--- config.mk ---
export PLATFORM = sky130hd
export DESIGN_NAME = gecko_core
export DESIGN_NICKNAME = d
export VERILOG_FILES = /design/src/gecko_pkg.sv /design/src/gecko_core.sv /design/src/gecko_decode.sv /design/src/gecko_execute.sv /design/src/gecko_stream_reg.sv /design/src/gecko_writeback.sv
export VERILOG_INCLUDE_DIRS = /design/src
export SDC_FILE = /design/constraint.sdc
export NUM_CORES = 2
export LEC_CHECK = 0
export BUFFER_PORTS_ARGS = -buffer_cell sky130_fd_sc_hd__buf_2
export CORE_MARGIN = 2
export CORE_UTILIZATION = 55
export DETAILED_ROUTE_END_ITERATION = 10
export GPL_ROUTABILITY_DRIVEN = 0
export HOLD_SLACK_MARGIN = 0.03
export PLACE_DENSITY = 0.71
export SETUP_SLACK_MARGIN = 0.5
export SKIP_CTS_REPAIR_TIMING = 1
export SLEW_MARGIN = 20
export SYNTH_ARGS = -nofsm -noshare
export SYNTH_HDL_FRONTEND = slang
export SYNTH_SLANG_ARGS = --single-unit
--- constraint.sdc ---
create_clock -name clk -period 12.45 [get_ports clk]
set_input_delay 0.6225 -clock clk [delete_from_list [all_inputs] [get_ports clk]]
set_output_delay 0.6225 -clock clk [all_outputs]
set_load 0.02 [all_outputs]
--- src/gecko_settings.svh ---
`ifndef GECKO_SETTINGS_SVH
`define GECKO_SETTINGS_SVH

// Width of data words, addresses and instruction words
`define GECKO_XLEN 32

// Architectural integer registers, x0 included
`define GECKO_REG_COUNT 32

// Width of a register index
`define GECKO_REG_BITS 5

// Width of the retired instruction counter
`define GECKO_COUNT_WIDTH 16

`endif

--- src/gecko_pkg.sv ---
`include "gecko_settings.svh"

package gecko_pkg;

    // What the result module does with a beat
    typedef enum logic [1:0] {
        OP_KIND_ALU     = 2'd0,
        OP_KIND_EXIT    = 2'd1,
        OP_KIND_ILLEGAL = 2'd2
    } gecko_op_kind_t;

    typedef enum logic [3:0] {
        ALU_ADD    = 4'd0,
        ALU_SUB    = 4'd1,
        ALU_SLL    = 4'd2,
        ALU_SLT    = 4'd3,
        ALU_SLTU   = 4'd4,
        ALU_XOR    = 4'd5,
        ALU_SRL    = 4'd6,
        ALU_SRA    = 4'd7,
        ALU_OR     = 4'd8,
        ALU_AND    = 4'd9,
        ALU_PASS_B = 4'd10 // LUI hands its immediate straight through
    } gecko_alu_op_t;

    typedef struct packed {
        gecko_op_kind_t              kind;
        gecko_alu_op_t               alu_op;
        logic [`GECKO_XLEN-1:0]      operand_a;
        logic [`GECKO_XLEN-1:0]      operand_b;
        logic [`GECKO_REG_BITS-1:0]  rd;
        logic [`GECKO_XLEN-1:0]      pc;
    } gecko_issue_t;

    typedef struct packed {
        gecko_op_kind_t              kind;
        logic [`GECKO_REG_BITS-1:0]  rd;
        logic [`GECKO_XLEN-1:0]      value; // Zero for EXIT and ILLEGAL
        logic [`GECKO_XLEN-1:0]      pc;
    } gecko_result_t;

endpackage

--- src/gecko_core.sv ---
`include "gecko_settings.svh"

module gecko_core
    import gecko_pkg::*;
(
    input  wire                            clk,
    input  wire                            rst_n,

    input  wire                            instruction_valid,
    output logic                           instruction_ready,
    input  wire  [`GECKO_XLEN-1:0]         instruction_data,
    input  wire  [`GECKO_XLEN-1:0]         instruction_pc,

    output logic                           result_valid,
    input  wire                            result_ready,
    output logic [`GECKO_REG_BITS-1:0]     result_rd,
    output logic [`GECKO_XLEN-1:0]         result_value,
    output logic [`GECKO_XLEN-1:0]         result_pc,

    output logic [`GECKO_COUNT_WIDTH-1:0]  retired_count,
    output logic                           exit_flag,
    output logic                           error_flag
);

    logic                         issue_valid;
    logic                         issue_ready;
    gecko_issue_t                 issue_data;

    logic                         exec_valid;
    logic                         exec_ready;
    gecko_result_t                exec_data;

    logic                         wb_write;
    logic [`GECKO_REG_BITS-1:0]   wb_rd;
    logic [`GECKO_XLEN-1:0]       wb_value;
    logic                         wb_clear;
    logic [`GECKO_REG_BITS-1:0]   wb_clear_rd;
    logic                         halted;

    gecko_decode i_gecko_decode (
        .clk,
        .rst_n,
        .instruction_valid,
        .instruction_ready,
        .instruction_data,
        .instruction_pc,
        .issue_valid,
        .issue_ready,
        .issue_data,
        .wb_write,
        .wb_rd,
        .wb_value,
        .wb_clear,
        .wb_clear_rd,
        .halted
    );

    gecko_execute i_gecko_execute (
        .clk,
        .rst_n,
        .issue_valid,
        .issue_ready,
        .issue_data,
        .exec_valid,
        .exec_ready,
        .exec_data
    );

    gecko_writeback i_gecko_writeback (
        .clk,
        .rst_n,
        .exec_valid,
        .exec_ready,
        .exec_data,
        .result_valid,
        .result_ready,
        .result_rd,
        .result_value,
        .result_pc,
        .wb_write,
        .wb_rd,
        .wb_value,
        .wb_clear,
        .wb_clear_rd,
        .halted,
        .retired_count,
        .exit_flag,
        .error_flag
    );

endmodule

--- src/gecko_decode.sv ---
`include "gecko_settings.svh"

module gecko_decode
    import gecko_pkg::*;
(
    input  wire                          clk,
    input  wire                          rst_n,

    input  wire                          instruction_valid,
    output logic                         instruction_ready,
    input  wire  [`GECKO_XLEN-1:0]       instruction_data,
    input  wire  [`GECKO_XLEN-1:0]       instruction_pc,

    output logic                         issue_valid,
    input  wire                          issue_ready,
    output gecko_issue_t                 issue_data,

    input  wire                          wb_write,
    input  wire  [`GECKO_REG_BITS-1:0]   wb_rd,
    input  wire  [`GECKO_XLEN-1:0]       wb_value,

    input  wire                          wb_clear,
    input  wire  [`GECKO_REG_BITS-1:0]   wb_clear_rd,

    input  wire                          halted
);

    localparam logic [6:0] OPCODE_OP     = 7'b0110011;
    localparam logic [6:0] OPCODE_OP_IMM = 7'b0010011;
    localparam logic [6:0] OPCODE_LUI    = 7'b0110111;
    localparam logic [6:0] OPCODE_SYSTEM = 7'b1110011;
    localparam logic [`GECKO_XLEN-1:0] ECALL_WORD = 32'h0000_0073;

    logic [`GECKO_XLEN-1:0]      regs [`GECKO_REG_COUNT];
    logic [`GECKO_REG_COUNT-1:0] pending;
    logic [`GECKO_REG_COUNT-1:0] pending_now;
    logic                        stopped;

    logic [6:0]                  opcode;
    logic [2:0]                  funct3;
    logic [6:0]                  funct7;
    logic [`GECKO_REG_BITS-1:0]  rs1;
    logic [`GECKO_REG_BITS-1:0]  rs2;
    logic [`GECKO_REG_BITS-1:0]  rd;
    logic [`GECKO_XLEN-1:0]      imm_i;
    logic [`GECKO_XLEN-1:0]      imm_u;
    logic [`GECKO_XLEN-1:0]      rs1_value;
    logic [`GECKO_XLEN-1:0]      rs2_value;

    gecko_op_kind_t              kind;
    gecko_alu_op_t               alu_op;
    logic [`GECKO_XLEN-1:0]      operand_b;
    logic                        use_rs1;
    logic                        use_rs2;
    logic                        dest_write;
    logic                        hazard;
    logic                        can_issue;
    logic                        stage_ready;
    logic                        accept;
    gecko_issue_t                next_issue;

    always_comb begin
        opcode = instruction_data[6:0];
        rd     = instruction_data[11:7];
        funct3 = instruction_data[14:12];
        rs1    = instruction_data[19:15];
        rs2    = instruction_data[24:20];
        funct7 = instruction_data[31:25];
        imm_i  = {{20{instruction_data[31]}}, instruction_data[31:20]};
        imm_u  = {instruction_data[31:12], 12'b0};
    end

    // Reads see the value writeback stores in this same cycle
    always_comb begin
        rs1_value = regs[rs1];
        rs2_value = regs[rs2];
        if (wb_write && wb_rd == rs1) rs1_value = wb_value;
        if (wb_write && wb_rd == rs2) rs2_value = wb_value;
        if (rs1 == '0) rs1_value = '0;
        if (rs2 == '0) rs2_value = '0;
    end

    always_comb begin
        kind      = OP_KIND_ILLEGAL;
        alu_op    = ALU_ADD;
        operand_b = imm_i;
        use_rs1   = 1'b0;
        use_rs2   = 1'b0;
        case (opcode)
            OPCODE_OP: begin
                kind      = OP_KIND_ALU;
                use_rs1   = 1'b1;
                use_rs2   = 1'b1;
                operand_b = rs2_value;
                case ({funct7, funct3})
                    10'b0000000_000: alu_op = ALU_ADD;
                    10'b0100000_000: alu_op = ALU_SUB;
                    10'b0000000_001: alu_op = ALU_SLL;
                    10'b0000000_010: alu_op = ALU_SLT;
                    10'b0000000_011: alu_op = ALU_SLTU;
                    10'b0000000_100: alu_op = ALU_XOR;
                    10'b0000000_101: alu_op = ALU_SRL;
                    10'b0100000_101: alu_op = ALU_SRA;
                    10'b0000000_110: alu_op = ALU_OR;
                    10'b0000000_111: alu_op = ALU_AND;
                    default:         kind   = OP_KIND_ILLEGAL;
                endcase
            end
            OPCODE_OP_IMM: begin
                kind    = OP_KIND_ALU;
                use_rs1 = 1'b1;
                case (funct3)
                    3'b000: alu_op = ALU_ADD;
                    3'b010: alu_op = ALU_SLT;
                    3'b011: alu_op = ALU_SLTU;
                    3'b100: alu_op = ALU_XOR;
                    3'b110: alu_op = ALU_OR;
                    3'b111: alu_op = ALU_AND;
                    3'b001: begin
                        alu_op = ALU_SLL;
                        if (funct7 != 7'b0000000) kind = OP_KIND_ILLEGAL;
                    end
                    default: begin
                        alu_op = funct7[5] ? ALU_SRA : ALU_SRL;
                        if ((funct7 & 7'b1011111) != 7'b0) kind = OP_KIND_ILLEGAL;
                    end
                endcase
            end
            OPCODE_LUI: begin
                kind      = OP_KIND_ALU;
                alu_op    = ALU_PASS_B;
                operand_b = imm_u;
            end
            OPCODE_SYSTEM: begin
                if (instruction_data == ECALL_WORD) kind = OP_KIND_EXIT;
            end
            default: kind = OP_KIND_ILLEGAL;
        endcase
    end

    always_comb dest_write = kind == OP_KIND_ALU && rd != '0;

    // A retiring write frees its register in the same cycle
    always_comb begin
        pending_now = pending;
        if (wb_clear) pending_now[wb_clear_rd] = 1'b0;
    end

    // The rd check keeps two writes to one register from racing a reader
    always_comb begin
        hazard = (use_rs1 && pending_now[rs1]) ||
                 (use_rs2 && pending_now[rs2]) ||
                 (dest_write && pending_now[rd]);
    end

    always_comb can_issue = instruction_valid && !stopped && !halted && !hazard;
    always_comb instruction_ready = stage_ready && !stopped && !halted && !hazard;
    always_comb accept = can_issue && stage_ready;

    always_comb begin
        next_issue.kind      = kind;
        next_issue.alu_op    = alu_op;
        next_issue.operand_a = rs1_value;
        next_issue.operand_b = operand_b;
        next_issue.rd        = (kind == OP_KIND_ALU) ? rd : '0;
        next_issue.pc        = instruction_pc;
    end

    always_ff @(posedge clk or negedge rst_n) begin
        if (!rst_n) begin
            pending <= '0;
            stopped <= 1'b0;
        end else begin
            pending <= pending_now;
            if (accept && dest_write) pending[rd] <= 1'b1; // Wins over a clear of the same rd
            if (accept && kind != OP_KIND_ALU) stopped <= 1'b1;
        end
    end

    always_ff @(posedge clk) begin
        if (wb_write) begin
            regs[wb_rd] <= wb_value;
        end
    end

    gecko_stream_reg #(.T(gecko_issue_t)) i_issue_reg (
        .clk,
        .rst_n,
        .in_valid  (can_issue),
        .in_ready  (stage_ready),
        .in_data   (next_issue),
        .out_valid (issue_valid),
        .out_ready (issue_ready),
        .out_data  (issue_data)
    );

endmodule

--- src/gecko_execute.sv ---
`include "gecko_settings.svh"

module gecko_execute
    import gecko_pkg::*;
(
    input  wire            clk,
    input  wire            rst_n,

    input  wire            issue_valid,
    output logic           issue_ready,
    input  gecko_issue_t   issue_data,

    output logic           exec_valid,
    input  wire            exec_ready,
    output gecko_result_t  exec_data
);

    localparam int SHIFT_BITS = $clog2(`GECKO_XLEN);

    logic [`GECKO_XLEN-1:0]  a;
    logic [`GECKO_XLEN-1:0]  b;
    logic [SHIFT_BITS-1:0]   shamt;
    logic                    less_signed;
    logic                    less_unsigned;
    logic [`GECKO_XLEN-1:0]  alu_value;
    gecko_result_t           result;

    always_comb begin
        a             = issue_data.operand_a;
        b             = issue_data.operand_b;
        shamt         = b[SHIFT_BITS-1:0]; // Only the low five bits shift
        less_signed   = $signed(a) < $signed(b);
        less_unsigned = a < b;
    end

    always_comb begin
        case (issue_data.alu_op)
            ALU_ADD:    alu_value = a + b;
            ALU_SUB:    alu_value = a - b;
            ALU_SLL:    alu_value = a << shamt;
            ALU_SLT:    alu_value = {{(`GECKO_XLEN-1){1'b0}}, less_signed};
            ALU_SLTU:   alu_value = {{(`GECKO_XLEN-1){1'b0}}, less_unsigned};
            ALU_XOR:    alu_value = a ^ b;
            ALU_SRL:    alu_value = a >> shamt;
            ALU_SRA:    alu_value = $signed(a) >>> shamt;
            ALU_OR:     alu_value = a | b;
            ALU_AND:    alu_value = a & b;
            ALU_PASS_B: alu_value = b;
            default:    alu_value = '0;
        endcase
    end

    always_comb begin
        result.kind  = issue_data.kind;
        result.rd    = issue_data.rd;
        result.value = (issue_data.kind == OP_KIND_ALU) ? alu_value : '0;
        result.pc    = issue_data.pc;
    end

    gecko_stream_reg #(.T(gecko_result_t)) i_result_reg (
        .clk,
        .rst_n,
        .in_valid  (issue_valid),
        .in_ready  (issue_ready),
        .in_data   (result),
        .out_valid (exec_valid),
        .out_ready (exec_ready),
        .out_data  (exec_data)
    );

endmodule

--- src/gecko_stream_reg.sv ---
module gecko_stream_reg #(
    parameter type T = logic
) (
    input  wire   clk,
    input  wire   rst_n,

    input  wire   in_valid,
    output logic  in_ready,
    input  T      in_data,

    output logic  out_valid,
    input  wire   out_ready,
    output T      out_data
);

    // Space is free when empty or when the held beat leaves this cycle
    always_comb in_ready = !out_valid || out_ready;

    always_ff @(posedge clk or negedge rst_n) begin
        if (!rst_n) begin
            out_valid <= 1'b0;
        end else if (in_ready) begin
            out_valid <= in_valid;
        end
    end

    always_ff @(posedge clk) begin
        if (in_valid && in_ready) begin
            out_data <= in_data;
        end
    end

endmodule

--- src/gecko_writeback.sv ---
`include "gecko_settings.svh"

module gecko_writeback
    import gecko_pkg::*;
(
    input  wire                            clk,
    input  wire                            rst_n,

    input  wire                            exec_valid,
    output logic                           exec_ready,
    input  gecko_result_t                  exec_data,

    output logic                           result_valid,
    input  wire                            result_ready,
    output logic [`GECKO_REG_BITS-1:0]     result_rd,
    output logic [`GECKO_XLEN-1:0]         result_value,
    output logic [`GECKO_XLEN-1:0]         result_pc,

    output logic                           wb_write,
    output logic [`GECKO_REG_BITS-1:0]     wb_rd,
    output logic [`GECKO_XLEN-1:0]         wb_value,
    output logic                           wb_clear,
    output logic [`GECKO_REG_BITS-1:0]     wb_clear_rd,

    output logic                           halted,
    output logic [`GECKO_COUNT_WIDTH-1:0]  retired_count,
    output logic                           exit_flag,
    output logic                           error_flag
);

    logic is_alu;
    logic transfer;

    always_comb is_alu = exec_data.kind == OP_KIND_ALU;
    always_comb result_valid = exec_valid && is_alu;
    always_comb exec_ready = is_alu ? result_ready : 1'b1; // Flag beats never wait
    always_comb transfer = exec_valid && exec_ready;

    always_comb result_rd = exec_data.rd;
    always_comb result_value = exec_data.value;
    always_comb result_pc = exec_data.pc;

    // x0 is reported on the stream but never written
    always_comb wb_write = transfer && is_alu && exec_data.rd != '0;
    always_comb wb_rd = exec_data.rd;
    always_comb wb_value = exec_data.value;
    always_comb wb_clear = wb_write;
    always_comb wb_clear_rd = exec_data.rd;

    always_comb halted = exit_flag || error_flag;

    always_ff @(posedge clk or negedge rst_n) begin
        if (!rst_n) begin
            retired_count <= '0;
            exit_flag     <= 1'b0;
            error_flag    <= 1'b0;
        end else if (transfer) begin
            retired_count <= retired_count + 1'b1;
            if (exec_data.kind == OP_KIND_EXIT) exit_flag <= 1'b1;
            if (exec_data.kind == OP_KIND_ILLEGAL) error_flag <= 1'b1;
        end
    end

endmodule

==> impl_results.md <==
* Flop pwr share at between 40% and 50%
* Port Buffers at ~160
* Row count at around 130
* Drt drc at 0
* ANT nets after route at 0
* FF-to-FF path depth at 11
* Peak supply drop at approximately 0.00013 V
* CP bufs+invs at 3
* Synth-to-Final Area Change at 10.3%
* Cell Area, Synth at roughly 66,000 sq um
* Worst Tran Pin Value at between 1 and 1.5 ns
* Post-synth EDFFs at 1,202
* Core Box Area at 120,000 sq um
* Setup-failing EPs final at 0
* DR vias/cell at 7.28
* Maximum clock frequency at around 170 MHz
* Unique cell type count in the Yosys netlist at approximately 90
* Die Width at about 350 microns
* Critical R2R Launch: i_gecko_execute.i_result_reg.out_data[67]
* CTS tree: done
* Die area at roughly 120,000 sq um
* Setup Crit Path Kind: flop to flop
* Final core occ at about three fifths
* Worst R2R Setup Slack at approximately 6.7 ns
* Clock tree sinks at 1,255
* Placed Cells at between 5,000 and 6,000
* Kind of start point of the critical path: flop
* CP cell instances: nand3_1 > nor3_2 > buf_4 > o22ai_1 > o311a_1 > a211oi_1 > o32ai_1 > a2111oi_4 > nand2_2 > inv_4 > buf_4
* Global-route wire length before repair at 294,000 microns
* Combinational fraction of design power at 9.0%
* Initial antenna violation count at 7
* Fin crit share at between 40% and 50%
* Clock buffer depth at 3
* Setup TNS at 0 ns
* CP arrival at between 6 and 7 ns
* Clock Tree Root: clkbuf_16
* Count leader, synth: edfxtp_1
* Clock Power Share at between 40% and 50%
* Non-Filler Instances at around 6,000
* DR iter-0 viols at around 7,000
* Global route overflow at 0
* Total iterations of the first detailed-routing run at 10
* NumNets Final at between 4,000 and 5,000
* Starting Density at between 50% and 60%
* Clk_skew at 0.0341 ns
* Sw Pwr at 2.21 mW
* PwrDens at 129 nW/um^2
* Final hold vios at 12
* Via count at ~44,000
* Maximum fanout along the worst path at 64
* Clock transition at path regs at about 0.060 ns
* Most frequent cells after synthesis: 1,202 x edfxtp_1, 670 x mux4_2, 260 x nor2_1
* CP Capture Type: flop
* Area contributors post-synth: edfxtp_1 54%, mux4_2 23%, mux2i_1 2.0%, dfrtp_1 2.0%, ha_1 1.8%
* Crit path max-delay family: buffers and inverters
* Reg2reg end: i_gecko_decode.i_issue_reg.out_data[93]
* Hpwl dp at about 120,000 microns
* Share of layout cells above drive strength 1 at 28.6%
* Worst Hold Class: primary input to async pin
* Crit-path most repeated cell: buf_4
* Min Clock Period, post-route at 5.74 ns
* Routed wire per std cell at 34.1 microns
* WL final at 204,000 microns
* Leakage at ~24 nW
* Max stage delay on crit path at around 0.86 ns
* Vias in the first global route at about 42,000
* Die Span Y at between 300 and 400 microns
* Status: finished with violations
* Synth async-reset ratio at 4.22%
* Failing checks: hold timing
* Crit path required time at around 13 ns
* Total clock buffers created by CTS at ~130
* Yosys reg bits at about 1,300
* RSZ-0062 raised after global routing: false
* Int Power at approximately 7.2 mW
* Max Cap Viol at 0
* WHS at -0.0108 ns
* Ys Warns at 0
* Htree depth at 4
* Switching part of the total power at a little under a quarter
* Area share of the largest cell type after synthesis at between 50% and 60%
* Post-synthesis sequential area ratio at between 50% and 60%
* Total GRT Usage at 33.3%
* Max_slew headroom at 13.2%
* Fin. max-slew vios at 0
* Synthesized instance count at roughly 4,200
* Syn avg cell area at approximately 16 sq um
* Predominant post-synthesis flop cell: edfxtp_1
* Crit-path slowest cell: inv_4
* Top-level I/O count at 157
* Largest net degree at the start of global routing at 148
* Area leader, netlist: edfxtp_1
* Worst-Skew Late Latency at ~0.79 ns
## through the flow
stage / setup slack [ns] / instance area [sq um] / total power, mW
floorplan: 4.75 / 66500 / 5.33
global placement: 6.83 / 68800 / 5.56
detailed placement: 6.71 / 68900 / 5.57
CTS: 6.84 / 73100 / 9.44
global route: 6.46 / 73300 / 9.65
finish: 6.71 / 73300 / 9.43
## registers in the layout, indices dropped and copies added, names as in the netlist
register,flops
i_gecko_decode.pending,32
i_gecko_writeback.exit_flag,1
i_gecko_execute.i_result_reg.out_data,71
i_gecko_decode.regs,1024
i_gecko_execute.i_result_reg.out_valid,1
i_gecko_decode.stopped,1
i_gecko_decode.i_issue_reg.out_valid,1
i_gecko_writeback.error_flag,1
i_gecko_decode.i_issue_reg.out_data,107
i_gecko_writeback.retired_count,16
## worst reg2reg max path: stages (launching register included)
cell       delay [ns]
edfxtp_1         0.73
nand3_1          0.37
nor3_2           0.19
buf_4            0.74
o22ai_1          0.15
o311a_1          0.33
a211oi_1         0.27
o32ai_1          0.16
a2111oi_4        0.39
nand2_2          0.48
inv_4            0.87
buf_4            0.67
## worst max path at each step
stage	start	end	slack, ns	depth (start not counted)
after floorplan	result_ready	i_gecko_decode.i_issue_reg.out_data[0]	4.75	13
after global placement	result_ready	i_gecko_decode.i_issue_reg.out_data[59]	6.83	13
after detailed placement	result_ready	i_gecko_decode.i_issue_reg.out_data[82]	6.71	13
after CTS	i_gecko_execute.i_result_reg.out_data[67]	i_gecko_decode.i_issue_reg.out_data[82]	6.84	11
after global routing	i_gecko_execute.i_result_reg.out_data[67]	i_gecko_decode.i_issue_reg.out_data[82]	6.46	11
final	i_gecko_execute.i_result_reg.out_data[67]	i_gecko_decode.i_issue_reg.out_data[93]	6.71	11
## placed cells by master (no fill, tap or decap), drive strengths merged, types with 13 or more instances in the layout
master	n
o31ai	35
clkinv	54
a31oi	26
nand2b	20
a21oi	157
mux4	670
dlygate4sd3	13
and3	16
nand2	203
ha	98
o221ai	14
buf	281
a211oi	69
or3	14
and2	15
o2111ai	19
nor3	41
mux2	32
o211ai	25
xor2	14
nand3	55
o22ai	18
nor2b	21
o21ai	177
nand4	15
inv	123
xnor2	20
dfrtp	53
a22oi	23
o21bai	13
a21o	14
edfxtp	1202
a221oi	30
conb	32
clkbuf	155
nor4	16
mux2i	133
nor2	260
o41ai	31
## layer usage
layer | part of all wire [%] | vias up | GRT usage, %
met2 | 45 | 3513 | 49.3
met1 | 36 | 22100 | 46.2
met3 | 14 | 635 | 9.00
met5 | 0.013 | - | 0
met4 | 5.3 | 4 | 15.7
li1 | - | 17400 | -
## layout make-up
cell class	instances	area, sq um
timing repair buffer	294	1970
multi-input combinational	2478	27200
sequential	1255	37400
tap	1612	2020
clock buffer	155	3430
inverter	115	434
fill	8598	46500
clock inverter	81	791
antenna	3	7.51
## kinds of logic after synthesis
logic type	Yosys count	share of synthesized area, %
other cells	1	0.00565
fa+ha+maj	100	1.91
flops	1255	56.3
mux	835	25.3
xor+xnor	34	0.448
simple gates	724	5.02
buf+inv	508	3.34
compound gates	753	7.67
## power by group through the flow
| stage | sequential [mW] | clock (mW) | combinational [mW] |
|---|---|---|---|
| 4_1_cts | 4.66 | 3.95 | 0.826 |
| 3_5_place_dp | 4.75 | 0 | 0.821 |
| 6_report | 4.66 | 3.92 | 0.846 |
| 3_3_place_gp | 4.75 | 0 | 0.811 |
| 2_1_floorplan | 4.77 | 0 | 0.564 |
| 5_1_grt | 4.67 | 4.10 | 0.889 |
(Power assumes the default switching activity.)
